**config.mk**
```make
export PLATFORM = sky130hd
export DESIGN_NAME = icache_plru
export DESIGN_NICKNAME = d
export VERILOG_FILES = /design/src/icache_pkg.sv /design/src/icache_plru.sv
export SDC_FILE = /design/constraint.sdc
export NUM_CORES = 1
export LEC_CHECK = 0
export BUFFER_PORTS_ARGS = -buffer_cell sky130_fd_sc_hd__buf_4
export CORE_MARGIN = 4
export CORE_UTILIZATION = 50
export DETAILED_ROUTE_END_ITERATION = 8
export GPL_TIMING_DRIVEN = 0
export HOLD_SLACK_MARGIN = 0.1
export PLACE_DENSITY_LB_ADDON = 0.08
export SYNTH_ARGS = -nofsm -noshare
export SYNTH_HDL_FRONTEND = slang
export SYNTH_SLANG_ARGS = --single-unit
```
**constraint.sdc**
```tcl
create_clock -name clk -period 4.3 [get_ports clk]
set_clock_uncertainty 0.05 [all_clocks]
set_input_delay 0.43 -clock clk [delete_from_list [all_inputs] [get_ports clk]]
set_output_delay 0.43 -clock clk [all_outputs]
set_load 0.01 [all_outputs]
```
**src/icache_pkg.sv**
```systemverilog
`default_nettype none

package icache_pkg;

    // cache geometry
    localparam int NUM_WAYS       = 4;
    localparam int NUM_SETS       = 64;
    localparam int WORDS_PER_LINE = 8;
    localparam int OFFSET_W       = 5;
    localparam int INDEX_W        = 6;
    localparam int WORD_SEL_W     = 3;
    localparam int TAG_W          = 32 - INDEX_W - OFFSET_W;
    localparam int LINE_W         = WORDS_PER_LINE * 32;

    //////////////////////////////
    // address and data types
    typedef logic [31:0]           addr_t;
    typedef logic [TAG_W-1:0]      tag_t;
    typedef logic [INDEX_W-1:0]    index_t;
    typedef logic [WORD_SEL_W-1:0] word_sel_t;
    typedef logic [31:0]           word_t;
    typedef logic [LINE_W-1:0]     line_t;

    // way number and one-hot way vector
    typedef logic [1:0]            way_t;
    typedef logic [NUM_WAYS-1:0]   way_mask_t;

    // one-hot mask to way number
    function automatic way_t way_encode(way_mask_t mask);
        way_t way;
        way = '0;
        for (int w = 0; w < NUM_WAYS; w++) begin
            if (mask[w]) begin
                way = way_t'(w);
            end
        end
        return way;
    endfunction

endpackage

`default_nettype wire

```
**src/icache_plru.sv**
```systemverilog
`timescale 1ns/100ps
`default_nettype none

module icache_plru import icache_pkg::*; (
    input  logic      clk,
    input  logic      rst,
    input  index_t    s2_index_i,
    input  logic      touch_i,
    input  way_t      touch_way_i,
    output way_mask_t victim_way_o
);

    // root picks pair {0,1} or {2,3}
    logic [NUM_SETS-1:0] root_q;
    // pair bits pick within {0,1} and {2,3}
    logic [NUM_SETS-1:0] low_q;
    logic [NUM_SETS-1:0] high_q;

    //////////////////////////////
    // victim of the stage 2 set
    always_comb begin
        victim_way_o = '0;
        if (!root_q[s2_index_i]) begin
            victim_way_o[{1'b0, low_q[s2_index_i]}] = 1'b1;
        end else begin
            victim_way_o[{1'b1, high_q[s2_index_i]}] = 1'b1;
        end
    end

    //////////////////////////////
    // update on every delivered request
    always_ff @(posedge clk) begin
        if (!rst) begin
            root_q <= '0;
            low_q  <= '0;
            high_q <= '0;
        end else if (touch_i) begin
            // point away from the touched way
            root_q[s2_index_i] <= ~touch_way_i[1];
            if (touch_way_i[1]) begin
                high_q[s2_index_i] <= ~touch_way_i[0];
            end else begin
                low_q[s2_index_i] <= ~touch_way_i[0];
            end
        end
    end

endmodule

`default_nettype wire

```
==> impl_metrics.tcl, run 1 <==
set metrics [dict create \
    worstPathRequired_ns 3.82 \
    hold_viol 0 \
    cts-root-buf "clkbuf_16" \
    fmax_mhz 277 \
    grt_pass1_wl_um 55600 \
    slew_viol_final 0 \
    yosysSeqAreaShare_pct 43.4 \
    finalSetupTns_ns 0 \
    vias 9329 \
    synth_cells 1000 \
    multi_input_area_um2 4450 \
    met2_length_um 15900 \
    cts_buffer_depth 2 \
    coreArea_um2 17400 \
    h-tree-depth 4 \
    antenna_found_initial 0 \
    cts_inserted_buffers 17 \
    fin_crit_sh_pct 84.1 \
    syn-mean-instance-area_um2 8.86 \
    post-cts-setup-buffers 0 \
    setup_viol 0 \
    power_density_nw_per_um2 387 \
    ir_drop_v 0.000312 \
    synth-async-reset-ratio_pct 0 \
    synth_cell_types 53 \
    syn_area_um2 8860 \
    min_path_type "reg -> reg" \
    synth_compound_area_share_pct 34.2 \
    boundaryPins 15 \
    first_pass_iters 5 \
    cts_resized 0 \
    fin_nets 1041 \
    place_area_um2 9230 \
    syn-num-nets 1011 \
    grt_max_degree 17 \
    cts_hold_buf 0 \
    place.port_buffers 11 \
    die_area_um2 19900 \
    gp_congestion 1.02 \
    path_max_fanout 10 \
    avgViaCountPerCell 7.36 \
    leakagePower_nw 3.14 \
    synthXorXnorAreaFrac_pct 0 \
    die_w_um 141 \
    drive_above_1_share_pct 10.1 \
    setup.worst_path.start_class "primary input" \
    cp.arrival_ns 3.14 \
    critPathKind "in -> out" \
    met1_length_um 14600 \
    rsz0062_at_grt "no" \
    tightest_slew_ns 1.08 \
    ys.flop_type "dfxtp_1" \
    yosysMostFrequentCell "dfxtp_1" \
    synth_top_area_share_pct 43.4 \
    synth_mux_area_share_pct 4.47 \
    fin_ws_ns 0.684 \
    ant_nets 0 \
    gr-total-overflow 0 \
    place_ws_ns 0.859 \
    insertion_delay_ns 0.46 \
    drtIter0Drc 1656 \
    synth_edf_count 0 \
    diodes 0 \
    cap_violations 0 \
    path_clk_slew_ns 0.07 \
    wl_per_cell_um 30.8 \
    synth_area_leader_cell "dfxtp_1" \
    drt_wl_total_um 39100 \
    yosys_register_bits 192 \
    max_slew_margin_pct 28.0 \
    rows 48 \
    post-dp-hpwl_um 26300 \
    grt_pass1_vias 8614 \
    cts_tree "yes" \
    crit_path_end_kind "output pin" \
    syn2layout_area_growth_pct 10.7 \
    maxUsedRoutingLayer "met4" \
    met3WireLength_um 6330 \
    status "finished clean" \
    synthTopCellsByCount "dfxtp_1 (192), a21oi_1 (170), a311oi_1 (97), clkbuf_1 (92), nor2_1 (62)" \
    stdcell_area_um2 9810 \
    yosys.area_share.simple_pct 11.5 \
    power.total_w 0.00380 \
    min_period_ns 3.62 \
    initial_core_util_pct 51.1 \
    synth_fa_ha_area_share_pct 0 \
    synthTopCellsByArea "dfxtp_1 (43%), a21oi_1 (9.6%), a311oi_1 (9.6%)" \
    drcViolationCount 0 \
    regArea_um2 3840 \
    synth_top_family_by_area "compound AO/OA/AOI/OAI gates" \
    fp.dieH_um 141 \
    cts_sinks 192 \
    ys_warn_count 0 \
    grtUsageTotal_pct 38.2 \
    nFillCells 1631 \
]
## layout make-up
class / instances / area share (%)
tap: 225 / 2.87
inverter: 4 / 0.153
buffer: 126 / 5.66
clock inverter: 10 / 1.03
sequential: 192 / 39.2
multi-input combinational: 678 / 45.3
clock buffer: 22 / 4.93
timing repair buffer: 11 / 0.841
## cell families (layout without fill, tap and decap cells)
| group | count (synthesis) | in the layout |
|---|---|---|
| buffers and inverters | 130 | 173 |
| AO/OA/AOI/OAI | 442 | 442 |
| AND/OR/NAND/NOR | 203 | 203 |
| multiplexers | 33 | 33 |
| flip-flops | 192 | 192 |
## routing by layer
layer | vias to the layer above | GRT usage (%)
li1 | 3943 | -
met1 | 4407 | 51.4
met2 | 813 | 53.6
met3 | 166 | 13.0
met4 | 0 | 20.8
met5 | - | 0
## cells in the final DEF, fill, tap and decap left out, types with 6 or more instances in the layout
master / instances
o22ai_1: 23
a311oi_1: 97
a211oi_1: 19
o21ai_0: 40
nand2_1: 41
or3_1: 22
a22oi_1: 8
nor2_1: 62
mux2i_1: 19
nor3_1: 28
nand3_1: 6
buf_2: 20
a22o_1: 16
clkbuf_1: 93
clkbuf_16: 17
a21oi_1: 170
mux2_2: 8
buf_4: 16
a221oi_1: 42
dfxtp_1: 192
nor2_2: 8
o211a_1: 10
## through the flow
stage                     cells  hold slack (ns)  util [%]
final                      1268            0.432      56.5
after global routing       1268            0.443      56.5
after CTS                  1268            0.429      56.5
after detailed placement   1236            0.418      53.2
after global placement     1236            0.412      53.2
after floorplan            1000            0.399         -
## flip-flops by register name, summed over array words and instances, names as in the netlist
register / cells
low_q: 64
high_q: 64
root_q: 64
## worst paths after layout
check / startpoint / to / slack, ns / depth (start not counted)
hold reg to reg: high_q[11] / high_q[11] / 0.43 / 2
setup reg to reg: high_q[53] / high_q[53] / 3.43 / 2
setup / recovery: s2_index_i[1] / victim_way_o[1] / 0.68 / 9
hold / removal: high_q[11] / high_q[11] / 0.43 / 2
## worst max-delay path, stage by stage
cell      delay, ns
buf_4          0.13
buf_4          0.21
buf_6          0.19
clkbuf_1       0.47
a221oi_1       0.63
o22ai_1        0.19
nor4b_4        0.54
nor2b_1        0.20
buf_4          0.13
## where the power goes
group	internal, W	total, W	switching (W)
combinational	0.0000850	0.000382	0.000297
sequential	0.00178	0.00179	0.00000515
clock	0.000868	0.00163	0.000762
total	0.00274	0.00380	0.00106
No activity file was read; power rests on OpenSTA's default activity.
==> run 2, diff against run 1 <==
==> constraint.sdc (replaced) <==
create_clock -name clk -period 3.4 [get_ports clk]
set_clock_uncertainty 0.05 [all_clocks]
set_input_delay 0.34 -clock clk [delete_from_list [all_inputs] [get_ports clk]]
set_output_delay 0.34 -clock clk [all_outputs]
set_load 0.01 [all_outputs]
==> impl_metrics.tcl, run 2 (synthesized netlist as in run 1, its figures left out) <==
set metrics [dict create \
    ir_drop_v 0.000389 \
    path_max_fanout 10 \
    cp_slowest_cell "clkbuf_1" \
    path_clk_slew_ns 0.07 \
    status "complete, but fails checks" \
    r2r_start "high_q[53]" \
    drive_above_1_share_pct 10.2 \
    cp_slowest_stage_delay_ns 0.75 \
    cts_inserted_buffers 17 \
    hold_viol 0 \
    fin_nets 1041 \
    min_period_ns 3.42 \
    coreArea_um2 17400 \
    ant_nets 0 \
    setup.worst_path.start_class "primary input" \
    grtUsageMet3_pct 13.0 \
    final_common_cell "dfxtp_1" \
    tightest_slew_ns 1.09 \
    worstPathRequired_ns 3.01 \
    slew_viol_final 0 \
    place.port_buffers 11 \
    initial_core_util_pct 51.1 \
    drt_wl_total_um 39000 \
    die_area_um2 19900 \
    first_pass_iters 8 \
    whs_path_depth 5 \
    fmax_mhz 293 \
    largestRegisters "high_q: 64 flops, low_q: 64 flops, root_q: 64 flops" \
    violations "setup timing" \
    grt_pass1_vias 8614 \
    met2_usage_pct 53.6 \
    grt_max_degree 17 \
    power_density_nw_per_um2 489 \
    boundaryPins 15 \
    crit_path_end_kind "output pin" \
    cap_violations 0 \
    avgViaCountPerCell 7.28 \
    rows 48 \
    gr-max-usage-layer "met2" \
    antenna_found_initial 0 \
    layout_common_cells "dfxtp_1 (192), a21oi_1 (170), a311oi_1 (97)" \
    crit_top_cell "buf_4" \
    cp.arrival_ns 3.03 \
    leakagePower_nw 3.14 \
    h-tree-depth 4 \
    hp-start "s2_index_i[5]" \
    syn2layout_area_growth_pct 10.8 \
    diodes 0 \
    r2r_cells 2 \
    drtIter0Drc 1687 \
    insertion_delay_ns 0.46 \
    cts_buffer_depth 2 \
    setup_viol 1 \
    grtUsageTotal_pct 38.2 \
    grt_pass1_wl_um 55600 \
    hold_ws_ns 0.387 \
    wl_per_cell_um 30.7 \
    path_cells "buf_4 > buf_2 > clkbuf_1 > mux4_2 > mux2i_1 > o22ai_1 > nor4_2 > nor2b_1 > buf_4" \
    rsz0062_at_grt "no" \
    gp_congestion 1.02 \
    cts_sinks 192 \
    fin_crit_sh_pct 101 \
    min_path_type "in -> reg" \
    vias 9233 \
    drcViolationCount 0 \
    fin_ws_ns -0.0170 \
    gr-total-overflow 0 \
    power.total_w 0.00480 \
    post-dp-hpwl_um 26300 \
    fp.dieH_um 141 \
    cts_tree "yes" \
    crit_path_start "s2_index_i[2]" \
    max_slew_margin_pct 27.3 \
    critPathKind "in -> out" \
    post-cts-setup-buffers 0 \
    die_w_um 141 \
    met1_usage_pct 51.4 \
    cts-root-buf "clkbuf_16" \
]
==> run 2: cell types whose count changed in the layout (fill, tap and decap cells not counted) <==
cell      before  now
a221oi_2       2    3
a221oi_1      42   41
==> run 2: critical path: cells and delay by family <==
kind	cells	cell delay, ns
AO/OA/AOI/OAI	1	0.14
buffers and inverters	4	1.41
multiplexers	2	0.63
AND/OR/NAND/NOR	2	0.47
==> run 2: what timing repair did <==
| item | 4_1_cts | 5_1_grt |
|---|---|---|
| gates resized for setup | 0 | 1 |
| hold buffers | 0 | 0 |
| setup endpoints to repair | 0 | 2 |
| hold endpoints to repair | 0 | 0 |
==> run 2: routing by layer <==
layer  up-vias  wire, um
met4         0      2140
met2       745     16100
met5         -         0
met1      4394     15100
met3       155      5630
li1       3939         -
==> run 2: metrics by stage <==
step	setup slack (ns)	cells	util, %	setup TNS (ns)	area (um2)
2_1_floorplan	1.00	1000	-	0	8860
3_3_place_gp	0.168	1236	53.2	0	9230
3_5_place_dp	0.139	1236	53.2	0	9230
4_1_cts	0.133	1268	56.5	0	9810
5_1_grt	0.00812	1268	56.6	0	9820
6_report	-0.0170	1268	56.6	-0.0170	9820
==> run 2: area by class of cell <==
class                   count  area, um2
clock inverters            10        101
fillers                  1632       7540
flip-flops and latches    192       3840
inverters                   4       15.0
well taps                 225        282
clock buffers              22        484
repair buffers             11       82.6
plain buffers             126        556
multi-input cells         678       4460
==> run 2: power by group <==
group	total, W	internal [W]	switching [W]
registers	0.00226	0.00226	0.00000651
clock network	0.00205	0.00110	0.000956
logic	0.000482	0.000108	0.000375
==> run 2: worst paths after layout <==
kind                          end  slack, ns
hold reg to reg        high_q[11]       0.43
setup reg to reg       high_q[53]       2.53
hold / removal         high_q[22]       0.39
setup / recovery  victim_way_o[2]      -0.02
