`config.mk`:
```
export PLATFORM = sky130hd
export DESIGN_NAME = icache_resp_flat
export DESIGN_NICKNAME = d
export VERILOG_FILES = /design/src/icache_pkg.sv /design/src/icache_if.sv /design/src/icache_resp.sv /design/src/flat_wrapper.sv
export SDC_FILE = /design/constraint.sdc
export NUM_CORES = 1
export LEC_CHECK = 0
export BUFFER_PORTS_ARGS = -buffer_cell sky130_fd_sc_hd__buf_2
export CAP_MARGIN = 10
export CORE_AREA = 2 2 309 311
export CTS_CLUSTER_SIZE = 25
export DETAILED_ROUTE_END_ITERATION = 6
export DIE_AREA = 0 0 311 313
export MAX_ROUTING_LAYER = met4
export PLACE_DENSITY = 0.31
export REMOVE_ABC_BUFFERS = 1
export SETUP_SLACK_MARGIN = 0.02
export SYNTH_ARGS = -nofsm -noshare
export SYNTH_HDL_FRONTEND = slang
export SYNTH_SLANG_ARGS = --single-unit
```
`constraint.sdc`:
```
create_clock -name clk -period 2.32 [get_ports clk]
set_input_delay 0.232 -clock clk [delete_from_list [all_inputs] [get_ports clk]]
set_output_delay 0.232 -clock clk [all_outputs]
set_load 0.02 [all_outputs]
```
`src/icache_pkg.sv`:
```
`default_nettype none

package icache_pkg;

    // cache geometry
    localparam int NUM_WAYS       = 4;
    localparam int NUM_SETS       = 64;
    localparam int WORDS_PER_LINE = 8;
    localparam int OFFSET_W       = 5;
    localparam int INDEX_W        = 6;
    localparam int WORD_SEL_W     = 3;
    localparam int TAG_W          = 32 - INDEX_W - OFFSET_W;
    localparam int LINE_W         = WORDS_PER_LINE * 32;

    //////////////////////////////
    // address and data types
    typedef logic [31:0]           addr_t;
    typedef logic [TAG_W-1:0]      tag_t;
    typedef logic [INDEX_W-1:0]    index_t;
    typedef logic [WORD_SEL_W-1:0] word_sel_t;
    typedef logic [31:0]           word_t;
    typedef logic [LINE_W-1:0]     line_t;

    // way number and one-hot way vector
    typedef logic [1:0]            way_t;
    typedef logic [NUM_WAYS-1:0]   way_mask_t;

    // one-hot mask to way number
    function automatic way_t way_encode(way_mask_t mask);
        way_t way;
        way = '0;
        for (int w = 0; w < NUM_WAYS; w++) begin
            if (mask[w]) begin
                way = way_t'(w);
            end
        end
        return way;
    endfunction

endpackage

`default_nettype wire

```
`src/icache_if.sv`:
```
`timescale 1ns/100ps
`default_nettype none

// stage-2 request and the registered lookup result
interface icache_lookup_if import icache_pkg::*; ();
    logic      s2_valid;
    tag_t      s2_tag;
    index_t    s2_index;
    word_sel_t s2_word;
    addr_t     s2_vaddr;
    logic      hit;
    way_t      hit_way;
    logic      bypass;
    line_t     bypass_line;

    modport req (
        output s2_valid, s2_tag, s2_index, s2_word, s2_vaddr
    );
    modport ways (
        input  s2_tag, s2_index, s2_word,
        output hit, hit_way, bypass, bypass_line
    );
    modport resp (
        input s2_valid, s2_tag, s2_index, s2_word, s2_vaddr,
        input hit, hit_way, bypass, bypass_line
    );
endinterface

// line refill into the arrays
interface icache_fill_if import icache_pkg::*; ();
    logic      fill_we;
    way_mask_t victim_way;
    line_t     fill_line;

    modport source (output fill_we, input victim_way);
    modport sink (input fill_we, victim_way, fill_line);
endinterface

`default_nettype wire

```
`src/icache_resp.sv`:
```
`timescale 1ns/100ps
`default_nettype none

module icache_resp import icache_pkg::*; (
    input  logic        clk,
    input  logic        rst,
    input  logic        flush_i,
    input  logic        ret_valid_i,
    input  line_t       ret_data_i,
    input  word_t [1:0] bank_words_i,
    icache_lookup_if.resp lookup,
    icache_fill_if.source fill,
    output logic        stall_o,
    output logic        touch_o,
    output way_t        touch_way_o,
    output logic        data_ok1_o,
    output logic        data_ok2_o,
    output word_t       rdata1_o,
    output word_t       rdata2_o,
    output addr_t       raddr_o,
    output logic        rd_req_o,
    output addr_t       rd_addr_o
);

    logic      miss;
    logic      ret_ok;
    logic      drop_q;
    line_t     src_line;
    word_sel_t next_word;

    //////////////////////////////
    // miss handling
    assign miss = lookup.s2_valid && !lookup.hit;

    // return belongs to the current miss unless a flushed one is still owed
    assign ret_ok = ret_valid_i && miss && !drop_q;

    // memory still owes a line for a miss dropped by flush
    always_ff @(posedge clk) begin
        if (!rst) begin
            drop_q <= 1'b0;
        end else if (drop_q) begin
            if (ret_valid_i) begin
                drop_q <= 1'b0;
            end
        end else if (flush_i && miss && !ret_valid_i) begin
            drop_q <= 1'b1;
        end
    end

    assign stall_o      = miss && !ret_ok;
    assign rd_req_o     = miss && !drop_q && !ret_valid_i;
    assign rd_addr_o    = {lookup.s2_tag, lookup.s2_index, {OFFSET_W{1'b0}}};
    assign fill.fill_we = ret_ok;

    //////////////////////////////
    // output words
    assign data_ok1_o = (lookup.s2_valid && lookup.hit) || ret_ok;
    // no second word past the end of the line
    assign data_ok2_o = data_ok1_o && (lookup.s2_word != '1);
    assign raddr_o    = lookup.s2_vaddr;

    assign next_word = lookup.s2_word + 1'b1;
    assign src_line  = lookup.bypass ? lookup.bypass_line : ret_data_i;

    always_comb begin
        if (lookup.hit && !lookup.bypass) begin
            rdata1_o = bank_words_i[0];
            rdata2_o = bank_words_i[1];
        end else begin
            rdata1_o = src_line[{lookup.s2_word, 5'd0} +: 32];
            rdata2_o = src_line[{next_word, 5'd0} +: 32];
        end
    end

    // replacement update
    assign touch_o     = data_ok1_o;
    assign touch_way_o = lookup.hit ? lookup.hit_way : way_encode(fill.victim_way);

    a_req_stall: assert property (@(posedge clk) disable iff (!rst)
        rd_req_o |-> stall_o)
        else $error("read request without stall");

endmodule

`default_nettype wire

```
`src/flat_wrapper.sv`:
```
// flat-port wrapper written by rule: the top's interface ports become plain ports
module icache_resp_flat import icache_pkg::*;
  (clk, rst, flush_i, ret_valid_i, ret_data_i, bank_words_i, stall_o, touch_o, touch_way_o, data_ok1_o, data_ok2_o, rdata1_o, rdata2_o, raddr_o, rd_req_o, rd_addr_o, lookup_s2_valid, lookup_s2_tag, lookup_s2_index, lookup_s2_word, lookup_s2_vaddr, lookup_hit, lookup_hit_way, lookup_bypass, lookup_bypass_line, fill_fill_we, fill_victim_way);
  icache_lookup_if lookup_i ();
  icache_fill_if fill_i ();
  input  logic clk;
  input  logic rst;
  input  logic flush_i;
  input  logic ret_valid_i;
  input  line_t ret_data_i;
  input  word_t [1:0] bank_words_i;
  output logic stall_o;
  output logic touch_o;
  output way_t touch_way_o;
  output logic data_ok1_o;
  output logic data_ok2_o;
  output word_t rdata1_o;
  output word_t rdata2_o;
  output addr_t raddr_o;
  output logic rd_req_o;
  output addr_t rd_addr_o;
  input wire logic [$bits(lookup_i.s2_valid)-1:0] lookup_s2_valid;
  input wire logic [$bits(lookup_i.s2_tag)-1:0] lookup_s2_tag;
  input wire logic [$bits(lookup_i.s2_index)-1:0] lookup_s2_index;
  input wire logic [$bits(lookup_i.s2_word)-1:0] lookup_s2_word;
  input wire logic [$bits(lookup_i.s2_vaddr)-1:0] lookup_s2_vaddr;
  input wire logic [$bits(lookup_i.hit)-1:0] lookup_hit;
  input wire logic [$bits(lookup_i.hit_way)-1:0] lookup_hit_way;
  input wire logic [$bits(lookup_i.bypass)-1:0] lookup_bypass;
  input wire logic [$bits(lookup_i.bypass_line)-1:0] lookup_bypass_line;
  output wire logic [$bits(fill_i.fill_we)-1:0] fill_fill_we;
  input wire logic [$bits(fill_i.victim_way)-1:0] fill_victim_way;
  assign lookup_i.s2_valid = lookup_s2_valid;
  assign lookup_i.s2_tag = lookup_s2_tag;
  assign lookup_i.s2_index = lookup_s2_index;
  assign lookup_i.s2_word = lookup_s2_word;
  assign lookup_i.s2_vaddr = lookup_s2_vaddr;
  assign lookup_i.hit = lookup_hit;
  assign lookup_i.hit_way = lookup_hit_way;
  assign lookup_i.bypass = lookup_bypass;
  assign lookup_i.bypass_line = lookup_bypass_line;
  assign fill_fill_we = fill_i.fill_we;
  assign fill_i.victim_way = fill_victim_way;
  icache_resp u_core (.clk(clk), .rst(rst), .flush_i(flush_i), .ret_valid_i(ret_valid_i), .ret_data_i(ret_data_i), .bank_words_i(bank_words_i), .lookup(lookup_i), .fill(fill_i), .stall_o(stall_o), .touch_o(touch_o), .touch_way_o(touch_way_o), .data_ok1_o(data_ok1_o), .data_ok2_o(data_ok2_o), .rdata1_o(rdata1_o), .rdata2_o(rdata2_o), .raddr_o(raddr_o), .rd_req_o(rd_req_o), .rd_addr_o(rd_addr_o));
endmodule
```
==> run summary, run 1 <==
Die Area: 97300 um^2
crit share post-route: 102%
CP arrival: 2140 ps
Post-Route WL: 77.9 mm
Die Span Y: 313 um
Post-Place Cells: 2990
worst-margin pin slew: 492 ps
violated checks: setup timing
Core Area: 94200 um^2
number of synthesized flops with an enable pin: 0
syn_area_per_cell: 8.48 um^2
share of cells above drive strength 1: 62.6%
1st-iter DRT viols: 741
vias in the first global route: 13500
Worst Path Required: 2090 ps
initial antenna violation count: 25
port buffer count: 662
fin nets: 2407
maximum clock skew at final layout: 0 ps
Pwr per Cell Area: 258 nW/um^2
initial core utilization: 9.59%
first-pass GRT wire length: 103 mm
GRT overflow: 0
LEAKAGE: 7.49 nW
crit end category: output pin
fillers: 10800
Final Setup Violations: 6
pin count of the biggest net entering global routing: 71
max reg flops: 1
total number of vias: 12500
Cell Count, Final, Fillers Out: 3035
kind of critical path: input port to output pin
cell row count: 113
max cap viols: 0
DRC errors left: 0
drt first pass iters: 5
Yosys cell types: 37
Hold Path Class: input port to register
Fin Hold WS: 447 ps
remaining antenna violation count: 0
Final Hold Viols: 0
dpl ws: -712 ps
Ys Warns: 0
sequential cell area fraction in the yosys report: 0.222%
worst-skew pair later-pin latency: 0 ps
async set-reset flop share out of synthesis: 0%
Tot GR Track Use: 15.1%
top cell type's share of synthesized area: 38.1%
Avg WL per Cell: 25.7 um
Hold Buf Count CTS: 0
Top FF cell, synth: dfxtp_1
Die Width: 311 um
unrepaired setup endpoints after global routing: true
Final GP Congestion: 0.926
HPWL Detailed: 63.4 mm
Via density: 4.12
largest registers: u_core.drop_q: 1 flops
status: complete, but fails checks
max-slew violations: 0
area delta synth->final: 81.3%
r2r setup slk: 1680 ps
top cells by area, synth: mux2i_1 (38%), mux4_2 (15%), o22ai_1 (11%)
VDD IR max: 0.000119 V
highest clock rate: 0.422 GHz
PnR Total Power: 4.22 mW
Worst slew margin: 66.3%
Yosys reg bits: 1
Final WS setup: -52.1 ps
Startpoint Class: input port
cell taking the most area after synthesis: mux2i_1
io pins: 787
synthesized cell area: 9030 um^2
Top reg by flops: u_core.drop_q
Post-Synthesis Cells: 1065
maximum fanout along the worst path: 4
Final min period: 2370 ps
clk slew on worst S/H paths: 0 ps
where the power goes:
part / internal [mW] / switching [mW]
Clock: 0.00000106 / 0
Combinational: 2.05 / 2.16
Sequential: 0.0180 / 0.000297
Total: 2.06 / 2.16
final cells by class:
class                      count  area, um^2  area share [%]
sequential                     1        20.0           0.122
tap                         1265        1580            9.67
timing repair buffer         865        5920            36.2
antenna                       18        45.0           0.275
multi-input combinational    884        8800            53.7
inverter                       2        7.51          0.0459
synth_stat cells (3+ instances only):
cell type / n
mux2i_1: 344
o22ai_1: 156
nor2_1: 97
buf_4: 82
mux4_2: 60
nor3_1: 49
a21oi_1: 47
a22oi_1: 46
buf_2: 46
clkbuf_1: 31
a31oi_1: 17
buf_6: 12
or3b_1: 9
mux4_1: 8
nor2b_1: 7
nand3b_4: 5
buf_12: 4
buf_8: 4
nor3b_1: 4
or3_1: 4
clkbuf_2: 3
nand2_1: 3
nand3b_1: 3
critical path, stage by stage:
cell,delay (ps)
buf_8,110
ha_4,160
ha_4,250
buf_6,140
or3b_4,400
buf_6,150
buf_6,130
o22ai_4,100
nor2_2,50
a31oi_1,230
buf_4,190
cell usage in the layout, fill, tap and decap left out, drive strengths merged, types with 3 or more instances in the layout:
cell / instances
a21oi: 47
a22oi: 46
a31oi: 17
buf: 857
bufbuf: 3
clkbuf: 5
conb: 5
diode: 18
mux2i: 344
mux4: 68
nand2: 3
nand3b: 8
nor2: 97
nor2b: 7
nor3: 49
nor3b: 4
o22ai: 156
or3: 4
or3b: 10
through the flow:
| stage | setup TNS (ps) | utilization, % | cell area (um^2) |
|---|---|---|---|
| finish | -191 | 17.4 | 16400 |
| global route | -1890 | 17.4 | 16400 |
| CTS | -590 | 16.6 | 15600 |
| detailed placement | -16750 | 15.4 | 14500 |
| global placement | -17410 | 15.4 | 14500 |
| floorplan | -144870 | - | 7790 |
metal layers:
| layer | share of wire, % | vias up | track usage (%) |
|---|---|---|---|
| li1 | - | 5609 | - |
| met1 | 43 | 6166 | 18.7 |
| met2 | 47 | 664 | 24.9 |
| met3 | 8.0 | 58 | 4.04 |
| met4 | 1.8 | 0 | 2.15 |
| met5 | 0 | - | - |
repair_timing:
item | CTS | global route
resized for setup | 219 | 99
cloned | 3 | 5
buffers inserted | 13 | 10
endpoints found under the setup margin | 62 | 57
pin swaps | 74 | 38
cells by family (layout without fill, tap and decap cells):
group | Yosys count | after routing | share of synthesized area (%)
adders and majority gates | 2 | 2 | 0.277
DFF | 1 | 1 | 0.222
other | 1 | 23 | 0.0415
muxes | 414 | 414 | 55.7
and+or+nand+nor | 190 | 190 | 10.8
buffers and inverters | 184 | 867 | 14.0
AOI/OAI and AO/OA | 273 | 273 | 19.0
path summary, 6_finish.rpt:
check	from	cells after the start	end
max	lookup_s2_word[1]	11	rdata2_o[28]
min	ret_valid_i	2	u_core.drop_q$_SDFF_PN0_
max reg2reg	u_core.drop_q$_SDFF_PN0_	2	u_core.drop_q$_SDFF_PN0_
min reg2reg	u_core.drop_q$_SDFF_PN0_	2	u_core.drop_q$_SDFF_PN0_
Note: power is estimated with default switching activity, not from simulation.
==> run 2: changes to the inputs <==
--- a/config.mk
+++ b/config.mk
@@ -18,3 +18,4 @@
 export SYNTH_ARGS = -nofsm -noshare
 export SYNTH_HDL_FRONTEND = slang
 export SYNTH_SLANG_ARGS = --single-unit
+export TNS_END_PERCENT = 10
==> run summary, run 2 (synthesis results as in run 1) <==
hold path cells: 2 (unchanged)
Final min period: 2400 ps (+31.3 ps)
VDD IR max: 0.000124 V (+3.8%)
Post-Route WL: 75.5 mm (-3.0%)
fin area: 15600 um^2 (-4.8%)
Die Span Y: 313 um (unchanged)
pin count of the biggest net entering global routing: 71 (unchanged)
Final Hold Viols: 0 (unchanged)
Via density: 4.11 (-0.21%)
PnR Total Power: 3.96 mW (-6.3%)
port buffer count: 662 (unchanged)
initial antenna violation count: 22 (-12%)
io pins: 787 (unchanged)
Cell Chain, Critical Path: buf_8, ha_4, ha_4, buf_6, or3b_4, buf_6, buf_6, o22ai_2, nor2_1, a31oi_1, buf_4
Slowest cell on crit path: or3b_4
reg2reg end: u_core.drop_q$_SDFF_PN0_
fin nets: 2392 (-0.62%)
Tot GR Track Use: 14.9% (-0.19 points)
max-slew violations: 0 (unchanged)
area delta synth->final: 72.5%
Startpoint Class: input port
worst-margin pin slew: 650 ps (+158 ps)
Hold Path Class: input port to register
violated checks: setup timing
Die Width: 311 um (unchanged)
Core Area: 94200 um^2 (unchanged)
slowest stage delay, CP: 420 ps (+20 ps)
reg-to-reg startpoint: u_core.drop_q$_SDFF_PN0_
first-pass GRT wire length: 102 mm (-1.4%)
status: complete, but fails checks
Die Area: 97300 um^2 (unchanged)
Placed Area: 14500 um^2 (unchanged)
Setup TNS: -345 ps (-154 ps)
max cap viols: 0 (unchanged)
dpl ws: -712 ps (unchanged)
Final Setup Violations: 14 (+8)
DRC errors left: 0 (unchanged)
crit end category: output pin
largest registers: u_core.drop_q: 1 flops
fillers: 10800 (+0.41%)
Worst Path Required: 2090 ps (about the same)
drt first pass iters: 4 (-1)
max reg flops: 1 (unchanged)
maximum fanout along the worst path: 4 (unchanged)
highest clock rate: 0.416 GHz (-1.3%)
most frequent cells in the layout: buf_2 (623), mux2i_1 (327), buf_4 (152)
Final GP Congestion: 0.926 (unchanged)
Worst path most repeated cell: buf_6
worst-skew pair later-pin latency: 0 ps (unchanged)
share of cells above drive strength 1: 58.8% (-3.7 points)
maximum clock skew at final layout: 0 ps (unchanged)
Register Area: 20.0 um^2 (unchanged)
Worst Hold Endpoint: u_core.drop_q$_SDFF_PN0_
Top reg by flops: u_core.drop_q
Post-Place Cells: 2990 (unchanged)
Avg WL per Cell: 25.0 um (-2.4%)
CP arrival: 2170 ps (+30 ps)
Worst R2R Path Depth: 2 (unchanged)
Pwr per Cell Area: 254 nW/um^2 (-1.5%)
1st-iter DRT viols: 648 (-13%)
GRT overflow: 0 (unchanged)
unrepaired setup endpoints after global routing: true
multi-input logic area: 8390 um^2 (-4.7%)
r2r setup slk: 1680 ps (about the same)
HPWL Detailed: 63.4 mm (unchanged)
total number of vias: 12400 (-0.80%)
clk slew on worst S/H paths: 0 ps (unchanged)
cell row count: 113 (unchanged)
remaining antenna violation count: 0 (unchanged)
initial core utilization: 9.59% (unchanged)
Cell Count, Final, Fillers Out: 3017 (-0.59%)
Final WS setup: -83.4 ps (-31.3 ps)
kind of critical path: input port to output pin
most common cell after layout, fill and taps aside: buf_2
LEAKAGE: 7.27 nW (-3.0%)
Worst slew margin: 56.6% (-9.6 points)
vias in the first global route: 13300 (-1.8%)
crit share post-route: 104% (+1.4 points)
hold path start: ret_valid_i
==> run 2: cell count changes in the layout (fill, tap and decap cells not counted), moves of 8 or more <==
cell / previous run / this run
buf_6: 39 / 29
buf_8: 11 / 3
mux2i_1: 310 / 327
mux2i_2: 22 / 12
o22ai_1: 98 / 120
o22ai_2: 47 / 30
==> run 2: area by class of cell <==
type / count / area share [%]
Antenna cell: 15 / 0.241
Inverter: 2 / 0.0482
Multi-Input combinational cell: 884 / 53.8
Sequential cell: 1 / 0.129
Tap cell: 1265 / 10.2
Timing Repair Buffer: 850 / 35.6
==> run 2: timing repair <==
action,4_1_cts,5_1_grt
pin swaps,18,32
resized for setup,84,116
hold buffers,0,0
setup endpoints to repair,62,61
buffers inserted,1,8
cloned,1,2
==> run 2: metal layers <==
metal / wire length [um] / vias up / track usage [%]
li1: - / 5555 / -
met1: 32800 / 6124 / 18.6
met2: 35900 / 663 / 24.7
met3: 5780 / 55 / 3.86
met4: 1060 / 0 / 1.73
met5: 0 / - / -
==> run 2: power breakdown <==
part           internal (mW)  leakage, nW  switching [mW]
Combinational           1.89         7.26            2.04
Clock            0.000000875    0.0000951               0
Sequential            0.0180      0.00811        0.000297
==> run 2: critical path, delay by kind of cell <==
kind,cells,cell delay (ps)
buffers and inverters,5,710
and+or+nand+nor,2,490
adders and majority gates,2,400
AOI/OAI and AO/OA,2,330
==> run 2: through the flow <==
stage	utilization [%]	hold WS, ps
2_1_floorplan	-	308
3_3_place_gp	15.4	437
3_5_place_dp	15.4	444
4_1_cts	15.8	443
5_1_grt	16.5	463
6_report	16.5	442
==> run 2: worst max path at each step <==
stage / start / slack (ps) / end / depth (start not counted)
final: lookup_s2_word[0] / -80 / rdata2_o[28] / 11
after global routing: lookup_s2_word[1] / -110 / rdata2_o[26] / 9
after CTS: lookup_s2_word[1] / -140 / rdata1_o[24] / 10
after detailed placement: lookup_s2_word[0] / -710 / rdata2_o[17] / 9
after global placement: lookup_s2_word[0] / -760 / rdata2_o[17] / 11
after floorplan: lookup_s2_word[0] / -4630 / rdata2_o[15] / 5
