<file path="src/icache_pkg.sv">
`default_nettype none

package icache_pkg;

    // cache geometry
    localparam int NUM_WAYS       = 4;
    localparam int NUM_SETS       = 64;
    localparam int WORDS_PER_LINE = 8;
    localparam int OFFSET_W       = 5;
    localparam int INDEX_W        = 6;
    localparam int WORD_SEL_W     = 3;
    localparam int TAG_W          = 32 - INDEX_W - OFFSET_W;
    localparam int LINE_W         = WORDS_PER_LINE * 32;

    //////////////////////////////
    // address and data types
    typedef logic [31:0]           addr_t;
    typedef logic [TAG_W-1:0]      tag_t;
    typedef logic [INDEX_W-1:0]    index_t;
    typedef logic [WORD_SEL_W-1:0] word_sel_t;
    typedef logic [31:0]           word_t;
    typedef logic [LINE_W-1:0]     line_t;

    // way number and one-hot way vector
    typedef logic [1:0]            way_t;
    typedef logic [NUM_WAYS-1:0]   way_mask_t;

    // one-hot mask to way number
    function automatic way_t way_encode(way_mask_t mask);
        way_t way;
        way = '0;
        for (int w = 0; w < NUM_WAYS; w++) begin
            if (mask[w]) begin
                way = way_t'(w);
            end
        end
        return way;
    endfunction

endpackage

`default_nettype wire

</file>
<file path="src/icache_if.sv">
`timescale 1ns/100ps
`default_nettype none

// stage-2 request and the registered lookup result
interface icache_lookup_if import icache_pkg::*; ();
    logic      s2_valid;
    tag_t      s2_tag;
    index_t    s2_index;
    word_sel_t s2_word;
    addr_t     s2_vaddr;
    logic      hit;
    way_t      hit_way;
    logic      bypass;
    line_t     bypass_line;

    modport req (
        output s2_valid, s2_tag, s2_index, s2_word, s2_vaddr
    );
    modport ways (
        input  s2_tag, s2_index, s2_word,
        output hit, hit_way, bypass, bypass_line
    );
    modport resp (
        input s2_valid, s2_tag, s2_index, s2_word, s2_vaddr,
        input hit, hit_way, bypass, bypass_line
    );
endinterface


`default_nettype wire

</file>
<file path="src/icache_req_stage.sv">
`timescale 1ns/100ps
`default_nettype none

module icache_req_stage import icache_pkg::*; (
    input  logic   clk,
    input  logic   rst,
    input  logic   flush_i,
    input  logic   stall_i,
    input  logic   valid_i,
    input  addr_t  vaddr_i,
    input  addr_t  paddr_i,
    output index_t s1_index_o,
    output tag_t   s1_tag_o,
    output logic   s1_valid_o,
    icache_lookup_if.req lookup
);

    word_sel_t s1_word;

    //////////////////////////////
    // stage 1 address split
    // tag | index | word | byte
    assign s1_tag_o   = paddr_i[OFFSET_W+INDEX_W +: TAG_W];
    assign s1_index_o = paddr_i[OFFSET_W +: INDEX_W];
    assign s1_word    = paddr_i[OFFSET_W-1 -: WORD_SEL_W];

    // accepted this cycle
    assign s1_valid_o = valid_i && !stall_i;

    //////////////////////////////
    // stage 2 request register
    always_ff @(posedge clk) begin
        if (!rst || flush_i) begin
            lookup.s2_valid <= 1'b0;
        end else if (!stall_i) begin
            lookup.s2_valid <= valid_i;
        end
    end

    // fields only move when the pipe advances
    always_ff @(posedge clk) begin
        if (!stall_i) begin
            lookup.s2_tag   <= s1_tag_o;
            lookup.s2_index <= s1_index_o;
            lookup.s2_word  <= s1_word;
            lookup.s2_vaddr <= vaddr_i;
        end
    end

    // a stalled miss keeps its address until the line is back
    a_s2_hold: assert property (@(posedge clk) disable iff (!rst)
        stall_i |=> $stable({lookup.s2_tag, lookup.s2_index, lookup.s2_word,
                             lookup.s2_vaddr}))
        else $error("stage 2 request changed under stall");

endmodule

`default_nettype wire

</file>
<file path="src/flat_wrapper.sv">
// flat-port wrapper written by rule: the top's interface ports become plain ports
module icache_req_stage_flat import icache_pkg::*;
  (clk, rst, flush_i, stall_i, valid_i, vaddr_i, paddr_i, s1_index_o, s1_tag_o, s1_valid_o, lookup_s2_valid, lookup_s2_tag, lookup_s2_index, lookup_s2_word, lookup_s2_vaddr);
  icache_lookup_if lookup_i ();
  input  logic clk;
  input  logic rst;
  input  logic flush_i;
  input  logic stall_i;
  input  logic valid_i;
  input  addr_t vaddr_i;
  input  addr_t paddr_i;
  output index_t s1_index_o;
  output tag_t s1_tag_o;
  output logic s1_valid_o;
  output wire logic [$bits(lookup_i.s2_valid)-1:0] lookup_s2_valid;
  output wire logic [$bits(lookup_i.s2_tag)-1:0] lookup_s2_tag;
  output wire logic [$bits(lookup_i.s2_index)-1:0] lookup_s2_index;
  output wire logic [$bits(lookup_i.s2_word)-1:0] lookup_s2_word;
  output wire logic [$bits(lookup_i.s2_vaddr)-1:0] lookup_s2_vaddr;
  assign lookup_s2_valid = lookup_i.s2_valid;
  assign lookup_s2_tag = lookup_i.s2_tag;
  assign lookup_s2_index = lookup_i.s2_index;
  assign lookup_s2_word = lookup_i.s2_word;
  assign lookup_s2_vaddr = lookup_i.s2_vaddr;
  icache_req_stage u_core (.clk(clk), .rst(rst), .flush_i(flush_i), .stall_i(stall_i), .valid_i(valid_i), .vaddr_i(vaddr_i), .paddr_i(paddr_i), .s1_index_o(s1_index_o), .s1_tag_o(s1_tag_o), .s1_valid_o(s1_valid_o), .lookup(lookup_i));
endmodule
</file>
<file path="config.mk">
export PLATFORM = sky130hd
export DESIGN_NAME = icache_req_stage_flat
export DESIGN_NICKNAME = d
export VERILOG_FILES = /design/src/icache_pkg.sv /design/src/icache_if.sv /design/src/icache_req_stage.sv /design/src/flat_wrapper.sv
export SDC_FILE = /design/constraint.sdc
export NUM_CORES = 1
export LEC_CHECK = 0
export ABC_AREA = 1
export BUFFER_PORTS_ARGS = -buffer_cell sky130_fd_sc_hd__buf_4
export CAP_MARGIN = 20
export CORE_MARGIN = 1.5
export CORE_UTILIZATION = 39
export CTS_CLUSTER_DIAMETER = 120
export CTS_CLUSTER_SIZE = 24
export DETAILED_ROUTE_END_ITERATION = 8
export PLACE_DENSITY = 0.78
export RECOVER_POWER = 25
export SKIP_LAST_GASP = 1
export SYNTH_ARGS = -nofsm -noshare
export SYNTH_HDL_FRONTEND = slang
export SYNTH_SLANG_ARGS = --single-unit
</file>
<file path="constraint.sdc">
create_clock -name clk -period 2.2 [get_ports clk]
set_input_delay 0.55 -clock clk [delete_from_list [all_inputs] [get_ports clk]]
set_output_delay 0.55 -clock clk [all_outputs]
set_load 0.02 [all_outputs]
</file>
==> results of run 1 <==
## how the worst min path moves through the flow
stage                           start                          to  cells past startpoint  slack [ns]
2_1_floorplan  u_core.lookup.s2_valid      u_core.lookup.s2_valid                      2        0.55
3_5_place_dp   u_core.lookup.s2_valid      u_core.lookup.s2_valid                      2        0.48
3_3_place_gp   u_core.lookup.s2_valid      u_core.lookup.s2_valid                      2        0.47
4_1_cts                   vaddr_i[21]  u_core.lookup.s2_vaddr[21]                      1        0.39
6_report                  vaddr_i[14]  u_core.lookup.s2_vaddr[14]                      1        0.42
5_1_grt                   vaddr_i[14]  u_core.lookup.s2_vaddr[14]                      1        0.40
## where the power goes
group | switching [uW] | leakage, uW | total [uW] | internal (uW)
registers | 24.6 | 0.000615 | 1450 | 1420
logic | 240 | 0.000764 | 450 | 210
clock network | 382 | 0.000102 | 1000 | 618
## through the flow
step / cells / hold WS [ns] / util, % / power [uW]
2_1_floorplan: 97 / 0.551 / - / 1690
3_3_place_gp: 299 / 0.467 / 61.8 / 1930
3_5_place_dp: 299 / 0.476 / 61.8 / 1940
4_1_cts: 314 / 0.387 / 65.7 / 2950
5_1_grt: 314 / 0.404 / 65.4 / 3000
6_report: 314 / 0.421 / 65.4 / 2900
## state kept, by name, indices dropped and copies added, names as in the netlist
name / flops
u_core.lookup.s2_index: 6
u_core.lookup.s2_word: 3
u_core.lookup.s2_tag: 21
u_core.lookup.s2_vaddr: 32
u_core.lookup.s2_valid: 1
## layout by cell type, fill, tap and decap left out, drive strengths merged
cell type | Yosys | routed
a21oi | 1 | 1
buf | 27 | 105
bufinv | 0 | 2
clkbuf | 0 | 63
clkinv | 0 | 4
dfxtp | 1 | 1
edfxtp | 62 | 62
inv | 3 | 3
nand2 | 3 | 3
## worst reg2reg max path, delay by kind of cell, from the launching register on
family | cells | cell delay, ns
flops | 1 | 0.34
compound gates | 1 | 0.12
simple gates | 1 | 0.07
## cell families (layout without fill, tap and decap cells)
kind of cell	count (synthesis)	count (layout)	synth area share, %
flops	63	63	88.8
simple gates	3	3	0.650
compound gates	1	1	0.414
buf+inv	30	177	10.1
## final cells by class
type / count / area, um2 / share of cell area (%)
inverters: 3 / 11.3 / 0.333
clock buffers: 9 / 124 / 3.66
repair buffers: 159 / 1180 / 34.9
clock inverters: 6 / 76.3 / 2.26
flip-flops and latches: 63 / 1880 / 55.6
multi-input cells: 4 / 22.5 / 0.666
well taps: 70 / 87.6 / 2.59
## layer usage
| layer | share of wire (%) | routed length, um | track usage, % | vias up |
|---|---|---|---|---|
| met5 | 0 | 0 | 0 | - |
| met4 | 2.2 | 95 | 8.15 | 0 |
| met3 | 9.1 | 397 | 5.12 | 12 |
| met2 | 55 | 2410 | 28.4 | 97 |
| met1 | 34 | 1460 | 14.9 | 590 |
| li1 | - | - | - | 620 |
==> reports/results.ini, run 1 <==
[die]
die_x_um = 76.7
rows = 26
top_level_ports = 160
fp.dieArea_um2 = 5880
initial_core_util_pct = 41.0
coreArea_um2 = 5170
die_h_um = 76.7

[global_route]
grt_pass1_vias = 1374
grt_max_degree = 38
grt_usage_pct = 15.3
grt_remaining_overflow = 0
grt_first_pass_wirelength_um = 6680
antenna_found_initial = 0

[route]
wl_per_cell_um = 13.9
drt_first_pass_iters = 4
route.vias.total = 1319
viasPerCell = 4.20
drcViolationCount = 0
drt-initial-drc-count = 33
drt_wl_total_um = 4370
antenna_left = 0

[logic_synthesis]
ys_warn_count = 0
yosysTopAreaCellShare_pct = 87.9
syn-cell-area_um2 = 2120
async_reset_ff_share_pct = 0
syn_nets = 166
syn_area_per_cell_um2 = 21.8
ys_seq_area_share_pct = 88.8
synth_common_cells = edfxtp_1 (62), buf_4 (27), inv_1 (2), nand2_1 (2)
synth_ff_type = edfxtp_1
yosysMostFrequentCell = edfxtp_1
yosys-top-cells-area = edfxtp_1 (88%), buf_4 (9.6%), dfxtp_1 (0.95%)
syn_inst = 97
yosys.area.top_type = edfxtp_1
synth_seq_cells = 63
ys_types = 8
synth_edf_count = 62

[timing]
setup_ws_ns = 0.696
finalSetupViolCount = 0
relSlewSlack_pct = 70.5
fin_crit_sh_pct = 68.4
tightest_slew_ns = 0.442
skew_ns = 0
fin_crit_ns = 1.50
setup_tns_ns = 0
drv_slew = 0
fmax_mhz = 665
hold_viol_final = 0
rsz0062_at_grt = false

[pwr]
leakage_uw = 0.00148
ir_drop_mv = 0.459
power_density_nw_per_um2 = 857

[setup_path]
rr_startpoint = u_core.lookup.s2_valid
cp_data_arrival_time_ns = 0.95
crit_top_cell = buf_4
path_cells = buf_4 > inv_2 > nand2_2 > inv_1 > buf_4
endpoint_kind = output port
cpPeakStageDelay_ns = 0.13
critPathSlowestCell = buf_4
cp_num_cells = 5
critPathRequiredTime_ns = 1.65
critPathKind = input port to output port
crit_start = stall_i
worstSetupStartpointType = input port
crit_family = buffers and inverters
reg2reg_depth = 2
crit_fanout = 3
r2r_slack_ns = 1.61
critPathBufInv = 4
critPathCapture = s1_valid_o
rr_endpoint = u_core.lookup.s2_valid

[cts]
cts_hold_buf = 0
cts_tree = built
insertion_delay_ns = 0.31
clock_sinks = 63
postCtsSetupBuffers = 0
path_clk_slew_ns = 0.06
ctsResizeCount = 0
cts_buffer_depth = 2
h-tree-depth = 3
cts_buffers = 9
cts.root.buffer_cell = clkbuf_8

[place]
dp_slack_ns = 0.689
dp_hpwl_um = 3440
dpl-instance-area_um2 = 3200
place.gp.congestion = 0.635
portBuffers = 157

[cells_and_area]
fin_area_um2 = 3380
fill_cells = 397
final_nets = 309
drive_above_1_share_pct = 69.7
area_delta_synth_final_pct = 59.7
antenna_cells = 0

[status]
status = finished clean

[flow_run]
max_cap_violations = 0

[hold_path]
hp-class = input port to register

Power figures use the tool's default switching activity.
==> inputs of run 2 (changes only) <==
Clock period 2.2 ns to 1.5 ns, I/O delays scaled along.
==> reports/results.ini, run 2 (synthesis gave the netlist of run 1 again) <==
[pwr]
switching_power_uw = 1040  ; +60%
clkPwrFrac_pct = 33.5  ; -1.0 points
p_comb_share_pct = 16.0  ; +0.5 points
swShare_pct = 24.7  ; +2.3 points
pwr-share-seq_pct = 50.5  ; +0.5 points
intPower_uw = 3170  ; +41%
leakage_uw = 0.00148  ; +0.25%
ir_drop_mv = 0.724  ; +58%
power_density_nw_per_um2 = 1230  ; +44%

[timing]
fin_crit_ns = 1.26
skew_ns = 0  ; unchanged
finalSetupViolCount = 0  ; unchanged
hold_viol_final = 0  ; unchanged
fmax_mhz = 792
relSlewSlack_pct = 88.1  ; +18 points
fin_crit_sh_pct = 84.2
setup_tns_ns = 0  ; unchanged
tightest_slew_ns = 0.179  ; -0.264 ns
rsz0062_at_grt = false
whs_ns = 0.235  ; -0.186 ns
drv_slew = 0  ; unchanged

[cts]
cts_tree = built
ctsResizeCount = 0  ; unchanged
cts.root.buffer_cell = clkbuf_8
path_clk_slew_ns = 0.07  ; about the same
insertion_delay_ns = 0.32  ; about the same
cts_buffers = 9  ; unchanged
cts_hold_buf = 0  ; unchanged
clock_sinks = 63  ; unchanged
cts_buffer_depth = 2  ; unchanged
postCtsSetupBuffers = 0  ; unchanged
h-tree-depth = 3  ; unchanged

[route]
drcViolationCount = 0  ; unchanged
wl_per_cell_um = 14.7  ; +5.8%
viasPerCell = 4.17  ; -0.77%
drt_first_pass_iters = 4  ; unchanged
route.vias.total = 1313  ; -0.45%
antenna_left = 0  ; unchanged
drt_wl_total_um = 4630  ; +6.1%
drt-initial-drc-count = 70  ; +110%

[cells_and_area]
top_register = u_core.lookup.s2_vaddr
final_common_cell = buf_4
fin_area_um2 = 3410  ; +0.96%
top_regs = u_core.lookup.s2_vaddr: 32 flops, u_core.lookup.s2_tag: 21 flops, u_core.lookup.s2_index: 6 flops
final_nets = 309  ; unchanged
drive_above_1_share_pct = 71.4  ; +1.8 points
area_delta_synth_final_pct = 61.2
largest_register_ff_count = 32  ; unchanged
final_cells = 315  ; +0.32%
antenna_cells = 0  ; unchanged
fin_util_pct = 66.0  ; +0.63 points
final_cell_mix = buf_4 (103), edfxtp_1 (62), clkbuf_4 (52)

[setup_path]
rr_startpoint = u_core.lookup.s2_valid
cp_data_arrival_time_ns = 0.89  ; -0.06 ns
rr_endpoint = u_core.lookup.s2_valid
critPathSlowestCell = edfxtp_1
critPathKind = register to output port
r2r_slack_ns = 0.91  ; -0.70 ns
reg2reg_depth = 2  ; unchanged
critPathCapture = lookup_s2_vaddr[10]
worstSetupStartpointType = register
critPathBufInv = 1  ; -3
cp_num_cells = 1  ; -4
critPathRequiredTime_ns = 1.12  ; -0.53 ns
crit_start = u_core.lookup.s2_vaddr[10]
cpPeakStageDelay_ns = 0.38  ; +0.25 ns
crit_family = flip-flops
endpoint_kind = output port
path_cells = buf_4
crit_fanout = 1  ; -2

[die]
die_h_um = 76.7  ; unchanged
initial_core_util_pct = 41.0  ; unchanged
fp.dieArea_um2 = 5880  ; unchanged
coreArea_um2 = 5170  ; unchanged
die_x_um = 76.7  ; unchanged
top_level_ports = 160  ; unchanged
rows = 26  ; unchanged

[flow_run]
max_cap_violations = 0  ; unchanged

[global_route]
grt_max_degree = 34  ; -11%
grt_remaining_overflow = 0  ; unchanged
grt_usage_pct = 16.4  ; +1.1 points
grt_pass1_vias = 1347  ; -2.0%
antenna_found_initial = 0  ; unchanged
grt_first_pass_wirelength_um = 6890  ; +3.2%

[hold_path]
hp-class = input port to register

[place]
place.gp.congestion = 0.726  ; +14%
dpl-instance-area_um2 = 3220  ; +0.86%
dp_hpwl_um = 3610  ; +4.8%
place_inst = 299  ; unchanged
portBuffers = 157  ; unchanged

[status]
status = finished clean

==> run 2: routing by layer <==
metal  track usage (%)  up-vias  routed length (um)
met5                 0        -                   0
met4              7.22        0                  19
met3              7.62        2                 448
met2              28.1       93                2570
met1              17.3      600                1590
li1                  -      618                   -
==> run 2: cell type report <==
class | instances | area, um2
sequential | 63 | 1880
fill | 379 | 1760
timing repair buffer | 159 | 1210
clock buffer | 9 | 124
tap | 70 | 87.6
clock inverter | 7 | 73.8
multi-input combinational | 4 | 22.5
inverter | 3 | 13.8
==> run 2: worst min path at each step <==
stage	startpoint	to	slack, ns	cells past startpoint
after floorplan	paddr_i[5]	u_core.lookup.s2_index[0]	0.47	0
after global placement	u_core.lookup.s2_valid	u_core.lookup.s2_valid	0.47	2
after detailed placement	u_core.lookup.s2_valid	u_core.lookup.s2_valid	0.47	2
after CTS	vaddr_i[15]	u_core.lookup.s2_vaddr[15]	0.19	1
after global routing	paddr_i[17]	u_core.lookup.s2_tag[6]	0.22	1
final	paddr_i[17]	u_core.lookup.s2_tag[6]	0.23	1
==> run 2: power groups by stage <==
stage	clock [uW]	sequential (uW)	combinational, uW
finish	1410	2120	673
CTS	1460	2130	691
detailed placement	0	2160	690
floorplan	0	2340	135
global route	1520	2140	706
global placement	0	2150	682
==> run 2: through the flow <==
| step | setup slack, ns | total power [uW] |
|---|---|---|
| detailed placement | 0.309 | 2850 |
| CTS | 0.209 | 4280 |
| global placement | 0.315 | 2840 |
| finish | 0.238 | 4210 |
| floorplan | 0.0601 | 2480 |
| global route | 0.199 | 4360 |
==> inputs of run 3 (changes only) <==
Settings changed: ABC_AREA 1 to 0.
Clock period 1.5 ns to 1.18 ns, I/O delays scaled along.
==> reports/results.ini, run 3 <==
[status]
status = finished clean

[setup_path]
crit_family = flip-flops
crit_start = u_core.lookup.s2_vaddr[14]
crit_fanout = 1  ; unchanged
cpPeakStageDelay_ns = 0.41  ; +0.03 ns
critPathBufInv = 1  ; unchanged
path_cells = buf_6
worstSetupStartpointType = register
cp_data_arrival_time_ns = 0.88  ; about the same
rr_startpoint = u_core.lookup.s2_valid
critPathSlowestCell = edfxtp_1
critPathRequiredTime_ns = 0.88  ; -0.24 ns
endpoint_kind = output port
critPathKind = register to output port

[logic_synthesis]
ys_seq_area_share_pct = 88.8  ; about the same
synth_compound_area_share_pct = 0  ; -0.41 points
synthAdderAreaFrac_pct = 0  ; unchanged
yosys-top-cells-area = edfxtp_1 (88%), buf_4 (9.6%), dfxtp_1 (0.94%)
async_reset_ff_share_pct = 0  ; unchanged
yosys.area.top_type = edfxtp_1
yosysTopAreaCellShare_pct = 87.8  ; about the same
synth_xor_area_share_pct = 0  ; unchanged
synth_simple_gate_area_share_pct = 1.00  ; +0.35 points
synth_common_cells = edfxtp_1 (62), buf_4 (27)
ys_warn_count = 0  ; unchanged
syn-cell-area_um2 = 2120  ; about the same
synth_ff_type = edfxtp_1
muxShareOfSynthArea_pct = 0.472  ; +0.47 points
syn_nets = 163  ; -1.8%
syn_area_per_cell_um2 = 22.5  ; +3.3%
synth_top_family_by_area = buffers and inverters
yosysMostFrequentCell = edfxtp_1
syn_inst = 94  ; -3.1%
synth_seq_cells = 63  ; unchanged
synth_edf_count = 62  ; unchanged
ys_types = 7  ; -1

[cells_and_area]
top_register = u_core.lookup.s2_vaddr
largest_register_ff_count = 32  ; unchanged
area_delta_synth_final_pct = 62.7
fill_cells = 378  ; -0.26%
fin_util_pct = 66.7  ; +0.65 points
top_regs = u_core.lookup.s2_vaddr: 32 flops, u_core.lookup.s2_tag: 21 flops, u_core.lookup.s2_index: 6 flops
regArea_um2 = 1880  ; unchanged
final_nets = 306  ; -0.97%
antenna_cells = 0  ; unchanged
drive_above_1_share_pct = 71.3  ; -0.18 points
final_cell_mix = buf_4 (91), edfxtp_1 (62), clkbuf_4 (45)
final_common_cell = buf_4
multi_input_comb_area_um2 = 31.3  ; +39%

[route]
wl_per_cell_um = 13.7  ; -6.9%
viasPerCell = 4.13  ; -0.86%
drt_wl_total_um = 4250  ; -8.3%
drcViolationCount = 0  ; unchanged
drt_first_pass_iters = 3  ; -1
route.vias.total = 1281  ; -2.4%
antenna_left = 0  ; unchanged
drt-initial-drc-count = 29  ; -59%

[timing]
relSlewSlack_pct = 88.6  ; +0.50 points
drv_slew = 0  ; unchanged
hold_viol_final = 0  ; unchanged
whs_ns = 0.129  ; -0.106 ns
tightest_slew_ns = 0.166  ; -0.0123 ns
fmax_mhz = 854
finalSetupViolCount = 0  ; unchanged
setup_ws_ns = 0.00935  ; -0.228 ns
rsz0062_at_grt = true
skew_ns = 0  ; unchanged
fin_crit_sh_pct = 99.2
fin_crit_ns = 1.17

[cts]
h-tree-depth = 3  ; unchanged
cts_buffers = 9  ; unchanged
clock_sinks = 63  ; unchanged
cts_buffer_depth = 2  ; unchanged
postCtsSetupBuffers = 0  ; unchanged
path_clk_slew_ns = 0.06  ; about the same
cts_tree = built
cts.root.buffer_cell = clkbuf_8
insertion_delay_ns = 0.31  ; about the same

[global_route]
grt_remaining_overflow = 0  ; unchanged
grt_usage_pct = 15.2  ; -1.3 points
antenna_found_initial = 0  ; unchanged
grt_pass1_vias = 1307  ; -3.0%
grt_first_pass_wirelength_um = 6470  ; -6.2%
grt_max_degree = 34  ; unchanged

[pwr]
power_density_nw_per_um2 = 1450  ; +18%
total_power_uw = 5000  ; +19%
switching_power_uw = 1190  ; +15%
leakage_uw = 0.00149  ; +0.50%
clkPwrFrac_pct = 27.9  ; -5.6 points
ir_drop_mv = 0.822  ; +13%
swShare_pct = 23.8  ; -0.88 points
pwr-share-seq_pct = 54.3  ; +3.8 points
p_comb_share_pct = 17.8  ; +1.8 points
intPower_uw = 3810  ; +20%

[place]
portBuffers = 157  ; unchanged
dp_slack_ns = 0.107  ; -0.202 ns
place.gp.congestion = 0.690  ; -5.0%

[hold_path]
hp-start = flush_i
hp-class = input port to register

[die]
top_level_ports = 160  ; unchanged
initial_core_util_pct = 41.0  ; about the same
fp.dieArea_um2 = 5890  ; about the same
die_h_um = 76.7  ; about the same
coreArea_um2 = 5170  ; unchanged
rows = 26  ; unchanged
die_x_um = 76.7  ; about the same

[flow_run]
max_cap_violations = 0  ; unchanged

==> run 3: changes by cell type after synthesis <==
cell and delta:
mux2i_1 +1, nor3b_2 +1, and2b_2 +1, nand2_1 -2, a21oi_2 -1, inv_1 -1, nand2_2 -1, inv_2 -1
==> run 3: worst paths after layout <==
| kind | slack (ns) | cells past startpoint | endpoint |
|---|---|---|---|
| worst max-delay path | 0.009 | 1 | lookup_s2_vaddr[14] |
| worst min-delay path | 0.13 | 2 | u_core.lookup.s2_valid |
| worst max register to register | 0.54 | 2 | u_core.lookup.s2_valid |
| worst min register to register | 0.58 | 2 | u_core.lookup.s2_valid |
==> run 3: kinds of logic after synthesis <==
logic type | Yosys count
buf+inv | 28
flops | 63
mux | 1
simple gates | 2
==> run 3: through the flow <==
stage | instance area, um2 | TNS [ns] | std cells
floorplan | 2120 | -22.22 | 94
global placement | 3230 | 0 | 296
detailed placement | 3230 | 0 | 296
CTS | 3390 | -0.0394 | 310
global route | 3450 | -0.111 | 310
finish | 3450 | 0 | 310
==> run 3: per-layer routing <==
metal	routed length (um)	GRT usage, %	up-vias
li1	-	-	611
met1	1420	15.9	569
met2	2300	25.8	95
met3	472	5.48	6
met4	63	9.44	0
met5	0	0	-
==> run 3: what timing repair did <==
action,CTS,global route
gates resized for setup,6,15
setup endpoints to repair,6,21
hold buffers,0,0
==> run 3: cell type report <==
type | instances | area share, %
sequential | 63 | 54.6
timing repair buffer | 159 | 37.6
clock buffer | 10 | 3.70
tap | 70 | 2.54
multi-input combinational | 3 | 0.907
clock inverter | 4 | 0.435
inverter | 1 | 0.218
==> run 3: power groups by stage <==
stage	clock (uW)	combinational, uW	sequential (uW)
2_1_floorplan	0	172	2980
3_3_place_gp	0	863	2740
3_5_place_dp	0	875	2750
4_1_cts	1450	884	2710
5_1_grt	1520	933	2730
6_report	1390	889	2710
